===== config.mk =====
export PLATFORM = sky130hd
export DESIGN_NAME = wb_stage
export DESIGN_NICKNAME = d
export VERILOG_FILES = /design/src/wb_pkg.sv /design/src/wb_stage.sv /design/src/wb_commit_ctrl.sv /design/src/wb_load_unit.sv /design/src/wb_pc_tracker.sv
export VERILOG_INCLUDE_DIRS = /design/src /design/src/src
export SDC_FILE = /design/constraint.sdc
export NUM_CORES = 1
export LEC_CHECK = 0
export BUFFER_PORTS_ARGS = -buffer_cell sky130_fd_sc_hd__buf_4
export CAP_MARGIN = 20
export CORE_MARGIN = 10
export CORE_UTILIZATION = 51
export CTS_BUF_LIST = sky130_fd_sc_hd__clkbuf_8 sky130_fd_sc_hd__clkbuf_16
export CTS_CLUSTER_SIZE = 14
export DETAILED_ROUTE_END_ITERATION = 12
export PLACE_DENSITY = 0.86
export SKIP_LAST_GASP = 1
export SLEW_MARGIN = 10
export SYNTH_ARGS = -nofsm -noshare
export SYNTH_HDL_FRONTEND = slang
export SYNTH_HIERARCHICAL = 1
export SYNTH_SLANG_ARGS = --single-unit

===== constraint.sdc =====
create_clock -name g_clk -period 4.1 [get_ports g_clk]
set_input_delay 1.025 -clock g_clk [delete_from_list [all_inputs] [get_ports g_clk]]
set_output_delay 1.025 -clock g_clk [all_outputs]
set_load 0.03 [all_outputs]

===== src/wb_defs.svh =====
// Widths, functional-unit select positions and reset PC for the writeback stage
// Include in any file that sizes ports or decodes the unit select

`ifndef WB_DEFS_SVH
`define WB_DEFS_SVH

// Data and address width
`define WB_XLEN 32

// Micro-op width, shared by both union views
`define WB_UOP_W 5

// One-hot functional-unit select
`define WB_FU_W 3

// Bit positions in the unit select
`define WB_FU_ARITH 0 // ALU, MUL, ASI and BIT merged
`define WB_FU_LSU   1 // Loads and stores
`define WB_FU_CFU   2 // Branches and jumps

// Stage PC after reset
`define WB_PC_RESET 32'h8000_0000

`endif

===== src/wb_pkg.sv =====
// Shared types for the writeback stage, the data word and micro-op views
// Compile ahead of the stage modules

`default_nettype none

`include "wb_defs.svh"

package wb_pkg;

    // Data / address word
    typedef logic [`WB_XLEN-1:0] xword_t;

    // Memory access size
    typedef enum logic [1:0] {
        LSU_BYTE = 2'b00,
        LSU_HALF = 2'b01,
        LSU_WORD = 2'b10
    } lsu_size_e;

    // Memory view of a micro-op, 5 bits
    typedef struct packed {
        logic      load;  // Load op
        logic      store; // Store op
        lsu_size_e size;  // Access size
        logic      sign;  // Sign-extend load data
    } lsu_uop_t;

    // Control-flow view of a micro-op
    typedef enum logic [`WB_UOP_W-1:0] {
        CFU_NOT_TAKEN = 'd0, // Branch, falls through
        CFU_TAKEN     = 'd1, // Branch, taken
        CFU_JAL       = 'd2, // Direct jump and link
        CFU_JALR      = 'd3  // Indirect jump and link
    } cfu_op_e;

    // Same micro-op bits, decoded per unit
    typedef union packed {
        lsu_uop_t lsu; // Load unit view
        cfu_op_e  cfu; // PC tracker view
    } wb_uop_u;

endpackage

`default_nettype wire


===== src/wb_stage.sv =====
// Writeback stage top level of the pipeline
// Joins the PC tracker, load unit and commit control

`timescale 1ns/10ps
`default_nettype none

`include "wb_defs.svh"

module wb_stage (
    input  logic                 g_clk,       // Clock
    input  logic                 g_resetn,    // Sync reset, active low
    input  logic                 s4_valid,    // Instruction present
    output logic                 s4_busy,     // Stage stalled
    input  logic [4:0]           s4_rd,       // Destination register
    input  wb_pkg::xword_t       s4_opr_a,    // Result or target
    input  wb_pkg::xword_t       s4_opr_b,    // Memory address
    input  wb_pkg::wb_uop_u      s4_uop,      // Micro-op
    input  logic [`WB_FU_W-1:0]  s4_fu,       // Unit select
    input  logic [1:0]           s4_size,     // Length in halfwords
    output logic                 cf_req,      // Control-flow request
    output wb_pkg::xword_t       cf_target,   // Control-flow target
    input  logic                 cf_ack,      // Control-flow ack
    input  logic                 dmem_recv,   // Memory response valid
    output logic                 dmem_ack,    // Memory response taken
    input  wb_pkg::xword_t       dmem_rdata,  // Memory response data
    output logic                 gpr_wen,     // Register write
    output logic [4:0]           gpr_rd,      // Register index
    output wb_pkg::xword_t       gpr_wdata    // Register data
);

    import wb_pkg::*;

    logic   lsu_busy;
    logic   lsu_wen;
    xword_t lsu_wdata;
    logic   cf_busy;
    logic   link_wen;
    xword_t link_wdata;

    wb_pc_tracker u_pc_tracker (
        .g_clk      (g_clk),
        .g_resetn   (g_resetn),
        .s4_valid   (s4_valid),
        .s4_busy    (s4_busy),
        .s4_fu      (s4_fu),
        .s4_uop     (s4_uop),
        .s4_size    (s4_size),
        .s4_opr_a   (s4_opr_a),
        .cf_ack     (cf_ack),
        .cf_req     (cf_req),
        .cf_target  (cf_target),
        .cf_busy    (cf_busy),
        .link_wen   (link_wen),
        .link_wdata (link_wdata)
    );

    wb_load_unit u_load_unit (
        .g_clk      (g_clk),
        .g_resetn   (g_resetn),
        .s4_valid   (s4_valid),
        .s4_fu      (s4_fu),
        .s4_uop     (s4_uop),
        .s4_opr_b   (s4_opr_b),
        .dmem_recv  (dmem_recv),
        .dmem_rdata (dmem_rdata),
        .dmem_ack   (dmem_ack),
        .lsu_busy   (lsu_busy),
        .lsu_wen    (lsu_wen),
        .lsu_wdata  (lsu_wdata)
    );

    wb_commit_ctrl u_commit_ctrl (
        .s4_valid   (s4_valid),
        .s4_fu      (s4_fu),
        .s4_rd      (s4_rd),
        .s4_opr_a   (s4_opr_a),
        .lsu_busy   (lsu_busy),
        .lsu_wen    (lsu_wen),
        .lsu_wdata  (lsu_wdata),
        .cf_busy    (cf_busy),
        .link_wen   (link_wen),
        .link_wdata (link_wdata),
        .s4_busy    (s4_busy),
        .gpr_wen    (gpr_wen),
        .gpr_rd     (gpr_rd),
        .gpr_wdata  (gpr_wdata)
    );

endmodule

`default_nettype wire


===== src/wb_commit_ctrl.sv =====
// Commit control for the writeback stage
// Forms stage busy and picks the register write source at retire

`timescale 1ns/10ps
`default_nettype none

`include "wb_defs.svh"

module wb_commit_ctrl (
    input  logic                 s4_valid,    // Stage holds an instruction
    input  logic [`WB_FU_W-1:0]  s4_fu,       // One-hot unit select
    input  logic [4:0]           s4_rd,       // Destination register
    input  wb_pkg::xword_t       s4_opr_a,    // Arithmetic result
    input  logic                 lsu_busy,    // Memory response pending
    input  logic                 lsu_wen,     // Load data held
    input  wb_pkg::xword_t       lsu_wdata,   // Load data
    input  logic                 cf_busy,     // Control-flow ack pending
    input  logic                 link_wen,    // Jump link ready
    input  wb_pkg::xword_t       link_wdata,  // Return address
    output logic                 s4_busy,     // Stall upstream
    output logic                 gpr_wen,     // Register write enable
    output logic [4:0]           gpr_rd,      // Register index
    output wb_pkg::xword_t       gpr_wdata    // Register data
);

    import wb_pkg::*;

    logic   arith_wen;    // Arithmetic class writes opr_a
    logic   retire;
    xword_t arith_term;
    xword_t lsu_term;
    xword_t link_term;

    // ------------------------------------------------------------------------
    // Stall and retire
    // ------------------------------------------------------------------------

    assign s4_busy = lsu_busy || cf_busy;    // Either unit can hold us
    assign retire  = s4_valid && !s4_busy;

    // ------------------------------------------------------------------------
    // Write source select
    // ------------------------------------------------------------------------

    // ALU, MUL, ASI and BIT all land here
    assign arith_wen = s4_valid && s4_fu[`WB_FU_ARITH];

    // Sources are exclusive, so AND-OR is enough
    assign arith_term = {`WB_XLEN{arith_wen}} & s4_opr_a;
    assign lsu_term   = {`WB_XLEN{lsu_wen}}   & lsu_wdata;
    assign link_term  = {`WB_XLEN{link_wen}}  & link_wdata;

    assign gpr_wdata = arith_term | lsu_term | link_term;
    assign gpr_rd    = s4_rd;

    // Write only on the retire cycle
    assign gpr_wen = retire && (arith_wen || lsu_wen || link_wen);

    // Enables come from three units and must never overlap
    always_comb begin
        a_one_source: assert final ($onehot0({arith_wen, lsu_wen, link_wen}))
            else $error("more than one writeback source active");
    end

endmodule

`default_nettype wire


===== src/wb_load_unit.sv =====
// Data memory response handling for loads and stores in the writeback stage
// Aligns and extends load data, then holds it one cycle for the register write

`timescale 1ns/10ps
`default_nettype none

`include "wb_defs.svh"

module wb_load_unit (
    input  logic                 g_clk,       // Clock
    input  logic                 g_resetn,    // Sync reset, active low
    input  logic                 s4_valid,    // Stage holds an instruction
    input  logic [`WB_FU_W-1:0]  s4_fu,       // One-hot unit select
    input  wb_pkg::wb_uop_u      s4_uop,      // Micro-op
    input  wb_pkg::xword_t       s4_opr_b,    // Access address
    input  logic                 dmem_recv,   // Response present
    input  wb_pkg::xword_t       dmem_rdata,  // Response data
    output logic                 dmem_ack,    // Response accepted
    output logic                 lsu_busy,    // Waiting on a response
    output logic                 lsu_wen,     // Load result ready
    output wb_pkg::xword_t       lsu_wdata    // Aligned load result
);

    import wb_pkg::*;

    lsu_uop_t    lsu_op;      // Memory view of the uop
    logic        mem_op;
    logic        rsp_take;
    logic        rsp_held;    // One-entry register is full
    xword_t      rsp_data;    // Registered result
    logic [1:0]  addr_lo;     // Byte offset in word
    logic [7:0]  sel_byte;
    logic [15:0] sel_half;
    xword_t      aligned;

    assign lsu_op = s4_uop.lsu;
    assign mem_op = s4_valid && s4_fu[`WB_FU_LSU] && (lsu_op.load || lsu_op.store);

    // ------------------------------------------------------------------------
    // Response handshake
    // ------------------------------------------------------------------------

    // One response per op, then stop accepting
    assign lsu_busy = mem_op && !rsp_held;
    assign dmem_ack = lsu_busy;
    assign rsp_take = dmem_recv && dmem_ack;   // Unacked responses dropped

    // ------------------------------------------------------------------------
    // Alignment and extension
    // ------------------------------------------------------------------------

    assign addr_lo  = s4_opr_b[1:0];
    assign sel_byte = dmem_rdata[{addr_lo, 3'b000} +: 8];       // Addressed byte
    assign sel_half = dmem_rdata[{addr_lo[1], 4'b0000} +: 16];  // Upper or lower half

    always_comb begin
        case (lsu_op.size)
            LSU_BYTE: aligned = {{(`WB_XLEN-8){lsu_op.sign && sel_byte[7]}}, sel_byte};
            LSU_HALF: aligned = {{(`WB_XLEN-16){lsu_op.sign && sel_half[15]}}, sel_half};
            default:  aligned = dmem_rdata;     // Whole word
        endcase
    end

    // ------------------------------------------------------------------------
    // Response register
    // ------------------------------------------------------------------------

    // Op retires while held, so the flag lasts one cycle
    always_ff @(posedge g_clk) begin
        if (!g_resetn) begin
            rsp_held <= 1'b0;
        end else begin
            rsp_held <= rsp_take;
        end
    end

    always_ff @(posedge g_clk) begin
        if (rsp_take) begin
            rsp_data <= aligned;
        end
    end

    // Stores complete without a write
    assign lsu_wen   = rsp_held && mem_op && lsu_op.load;
    assign lsu_wdata = rsp_data;

    // Upstream keeps the memory op in place until it retires
    a_held_is_mem: assert property (@(posedge g_clk) disable iff (!g_resetn)
        rsp_held |-> mem_op);

endmodule

`default_nettype wire


===== src/wb_pc_tracker.sv =====
// Stage program counter, control-flow requests and jump link values
// Instantiated by the writeback stage top level

`timescale 1ns/10ps
`default_nettype none

`include "wb_defs.svh"

module wb_pc_tracker (
    input  logic                 g_clk,      // Clock
    input  logic                 g_resetn,   // Sync reset, active low
    input  logic                 s4_valid,   // Stage holds an instruction
    input  logic                 s4_busy,    // Stage stalled
    input  logic [`WB_FU_W-1:0]  s4_fu,      // One-hot unit select
    input  wb_pkg::wb_uop_u      s4_uop,     // Micro-op
    input  logic [1:0]           s4_size,    // Length in halfwords
    input  wb_pkg::xword_t       s4_opr_a,   // Jump / branch target
    input  logic                 cf_ack,     // Change accepted
    output logic                 cf_req,     // Control-flow change request
    output wb_pkg::xword_t       cf_target,  // Where to go
    output logic                 cf_busy,    // Waiting on cf_ack
    output logic                 link_wen,   // Link write this cycle
    output wb_pkg::xword_t       link_wdata  // Return address
);

    import wb_pkg::*;

    xword_t  s4_pc;     // PC of the held instruction
    xword_t  n_s4_pc;   // Next sequential PC
    cfu_op_e cfu_op;    // Control-flow view of the uop
    logic    fu_cfu;
    logic    cf_taken;
    logic    cf_link;
    logic    cf_done;
    logic    retire;

    // ------------------------------------------------------------------------
    // Decode
    // ------------------------------------------------------------------------

    assign fu_cfu = s4_valid && s4_fu[`WB_FU_CFU];
    assign cfu_op = s4_uop.cfu;

    // Anything but a not-taken branch redirects
    assign cf_taken = fu_cfu && (cfu_op == CFU_TAKEN ||
                                 cfu_op == CFU_JAL   ||
                                 cfu_op == CFU_JALR);

    assign cf_link  = fu_cfu && (cfu_op == CFU_JAL || cfu_op == CFU_JALR);

    // ------------------------------------------------------------------------
    // Request handshake
    // ------------------------------------------------------------------------

    assign cf_req    = cf_taken;            // Held until acked
    assign cf_target = s4_opr_a;            // Computed upstream
    assign cf_done   = cf_req && cf_ack;    // Change completes here
    assign cf_busy   = cf_req && !cf_ack;   // Stall until then

    // Link written in the ack cycle only
    assign link_wen   = cf_link && cf_ack;
    assign link_wdata = n_s4_pc;

    // ------------------------------------------------------------------------
    // Stage PC
    // ------------------------------------------------------------------------

    assign n_s4_pc = s4_pc + {{(`WB_XLEN-3){1'b0}}, s4_size, 1'b0}; // 2 bytes per unit
    assign retire  = s4_valid && !s4_busy;

    always_ff @(posedge g_clk) begin
        if (!g_resetn) begin
            s4_pc <= `WB_PC_RESET;
        end else if (cf_done) begin
            s4_pc <= cf_target;     // Redirect wins
        end else if (retire) begin
            s4_pc <= n_s4_pc;       // Fall through
        end
    end

    // Upstream must hold the target while the request waits
    a_target_stable: assert property (@(posedge g_clk) disable iff (!g_resetn)
        cf_busy |=> cf_req && $stable(cf_target));

endmodule

`default_nettype wire


==> run summary <==
final number of hold-violating endpoints - 0
Power per Cell Area - 244 nW/um^2
worst path bufs/invs - 4
Clock Skew - 0.0111 ns
top-count cell post-synth - nand2_1
Avg Inst Size Synth - 8.61 sq um
clk slew on worst S/H paths - 0.07 ns
status - finished, final reports clean
total of max-cap violations - 0
post-route ant nets - 0
Critical Path Sink Type - primary output
WP data arrival - 2.99 ns
Final Slew Violations - 0
CP top delay family - simple AND/OR/NAND/NOR gates
fin nets - 807
global placement routability congestion - 0.973
largest area contributor in the netlist - edfxtp_1
Post-synth top flop - dfxtp_1
Max Clk Rate - 0.249 GHz
number of synthesized flops with an enable pin - 32
Ys Warns - 6
die area - 14,400 sq um
post-DR wirelength/cell - 19.1 microns
most frequent cells after synthesis - 98 x nand2_1, 51 x nand3_1, 45 x buf_4, 42 x a21oi_1, 36 x o21ai_0
worst setup margin - 0.0822 ns
main area contributors after synthesis - edfxtp_1 19%, dfxtp_1 13%, a22oi_2 7.6%
post-synth cell types - 62
critical path fanouts, max - 7
DRC - 0
Post-Route WL - 15,800 microns
peak supply drop - 0.162 mV
Global Route Usage Sum - 0.212
RSZ-0062 raised after global routing - true
hpwl dp - 12,000 microns
Initial DRT Pass Iterations - 5
Initial Utilization - 0.523
LEAKAGE - 0.00273 uW
overall power - 1540 uW
Critical Path Max Stage Delay - 0.34 ns
synthesized instance count - 594
minimum clock period - 4.02 ns
GRT overflow - 0
CTS sink cnt - 65
pre-CTS WS - 0.0170 ns
Die Y - 120 microns
setup_tns - 0 ns
Yosys reg bits - 65
crit start category - input port
synthesized cell area - 5110 sq um
1st-iter DRT viols - 531
fin crit share - 0.980
syn_nets - 713
Placed Cells - 809
Rel. slew slack - 0.476
critical path type - in -> out
I/O pins - 189
core area - 9770 sq um
initial antenna violation count - 0
num rows - 36
routed vias/inst - 5.66
clock insertion delay at the later pin of the skew report - 0.35 ns
vias in the first global route - 4,600
Synth-to-Final Area Change - 22.9%
CTS Hold Bufs - 0
Crit path required time - 3.07 ns
via count - 4,679
Slew @ Worst Pin - 0.780 ns
sequential fraction of the synthesis area - 0.317
Bufs on Longest Clock Path - 2
# port buffers - 148
Synth top area share - 0.188
Inserted Clock Buffers - 9
first-pass GRT wire length - 24,700 microns
final setup violation count - 0
clk root buf - clkbuf_8
Die X - 120 microns
largest net degree at the start of global routing - 64
CTS tree - built
worst path cell trace - buf_8 -> ha_4 -> inv_2 -> fa_2 -> nand4b_1 -> nor3_2 -> buf_4 -> nand2_1 -> xnor2_2 -> a22oi_2 -> nand2_1 -> buf_4
Async SR Flop Fraction - 0
diode count - 0
H-tree levels - 3
Hold Path Class - reg -> reg
layout cells sized above 1 - 0.368
fin cells - 826
Max stage delay cell, worst path - fa_2
## layout by cell type (no fill, tap or decap), types with 9 or more instances in the layout
master / n
a21oi_1: 42
a22oi_2: 31
buf_4: 163
clkbuf_8: 9
dfxtp_1: 33
edfxtp_1: 32
nand2_1: 98
nand3_1: 50
nor2_1: 19
nor2b_1: 13
o21ai_0: 36
xnor2_1: 18
xor2_1: 29
## layer usage
layer	share of wire	routed length, microns	GRT usage
met1	0.41	6480	0.267
met4	0.016	246	0.0513
met3	0.091	1440	0.0595
met5	0	0	0
met2	0.48	7640	0.350
## final timing paths
check	startpoint	to	slack (ns)	cells after the start
setup reg to reg	u_pc_tracker/s4_pc[1]$_SDFFE_PN0P_	u_pc_tracker/s4_pc[15]$_SDFFE_PN0P_	1.74	10
setup / recovery	s4_size[0]	gpr_wdata[21]	0.08	12
hold reg to reg	u_pc_tracker/s4_pc[1]$_SDFFE_PN0P_	u_pc_tracker/s4_pc[1]$_SDFFE_PN0P_	0.52	2
hold / removal	u_pc_tracker/s4_pc[1]$_SDFFE_PN0P_	u_pc_tracker/s4_pc[1]$_SDFFE_PN0P_	0.52	2
## sequential cells by signal, indices dropped and copies added, names as in the netlist
| register | cells |
|---|---|
| u_pc_tracker/s4_pc | 32 |
| u_load_unit/lsu_wdata | 32 |
| u_load_unit/rsp_held | 1 |
## cell families (layout without fill, tap and decap cells)
| logic type | count (synthesis) | in the layout | share of synthesized area |
|---|---|---|---|
| xor gates and xnor gates | 56 | 56 | 0.0974 |
| adders and majority gates | 3 | 3 | 0.00881 |
| AOI/OAI and AO/OA | 129 | 129 | 0.184 |
| DFF | 65 | 65 | 0.317 |
| muxes | 14 | 14 | 0.0294 |
| buffers and inverters | 90 | 189 | 0.115 |
| and+or+nand+nor | 237 | 237 | 0.249 |
## tightest hold or removal path, delay by kind of cell (launching register included)
family             cells  cell delay (ns)
DFF                    1             0.34
AOI/OAI and AO/OA      1             0.08
and+or+nand+nor        1             0.06
## power breakdown
part	switching (uW)	internal, uW
Combinational	210	149
Clock	249	212
Sequential	13.6	700
Total	473	1060
## per-stage QoR
stage	util	area (sq um)	hold WS, ns
after global placement	0.614	6000	0.482
after CTS	0.631	6170	0.497
final	0.643	6290	0.524
after floorplan	-	5110	0.461
after detailed placement	0.614	6000	0.488
after global routing	0.643	6290	0.538
## final cells by class
| type | instances | area [sq um] |
|---|---|---|
| Fill cell | 835 | 3490 |
| Inverter | 5 | 18.8 |
| Multi-Input combinational cell | 439 | 3020 |
| Sequential cell | 65 | 1620 |
| Tap cell | 133 | 166 |
| Timing Repair Buffer | 168 | 1300 |
| Clock inverter | 7 | 38.8 |
| Clock buffer | 9 | 124 |
## what timing repair did
| action | 4_1_cts | 5_1_grt |
|---|---|---|
| buffers inserted | 0 | 1 |
| setup endpoints to repair | 1 | 13 |
| pin swaps | 0 | 5 |
| resized for setup | 1 | 19 |
Power figures use the tool's default switching activity.
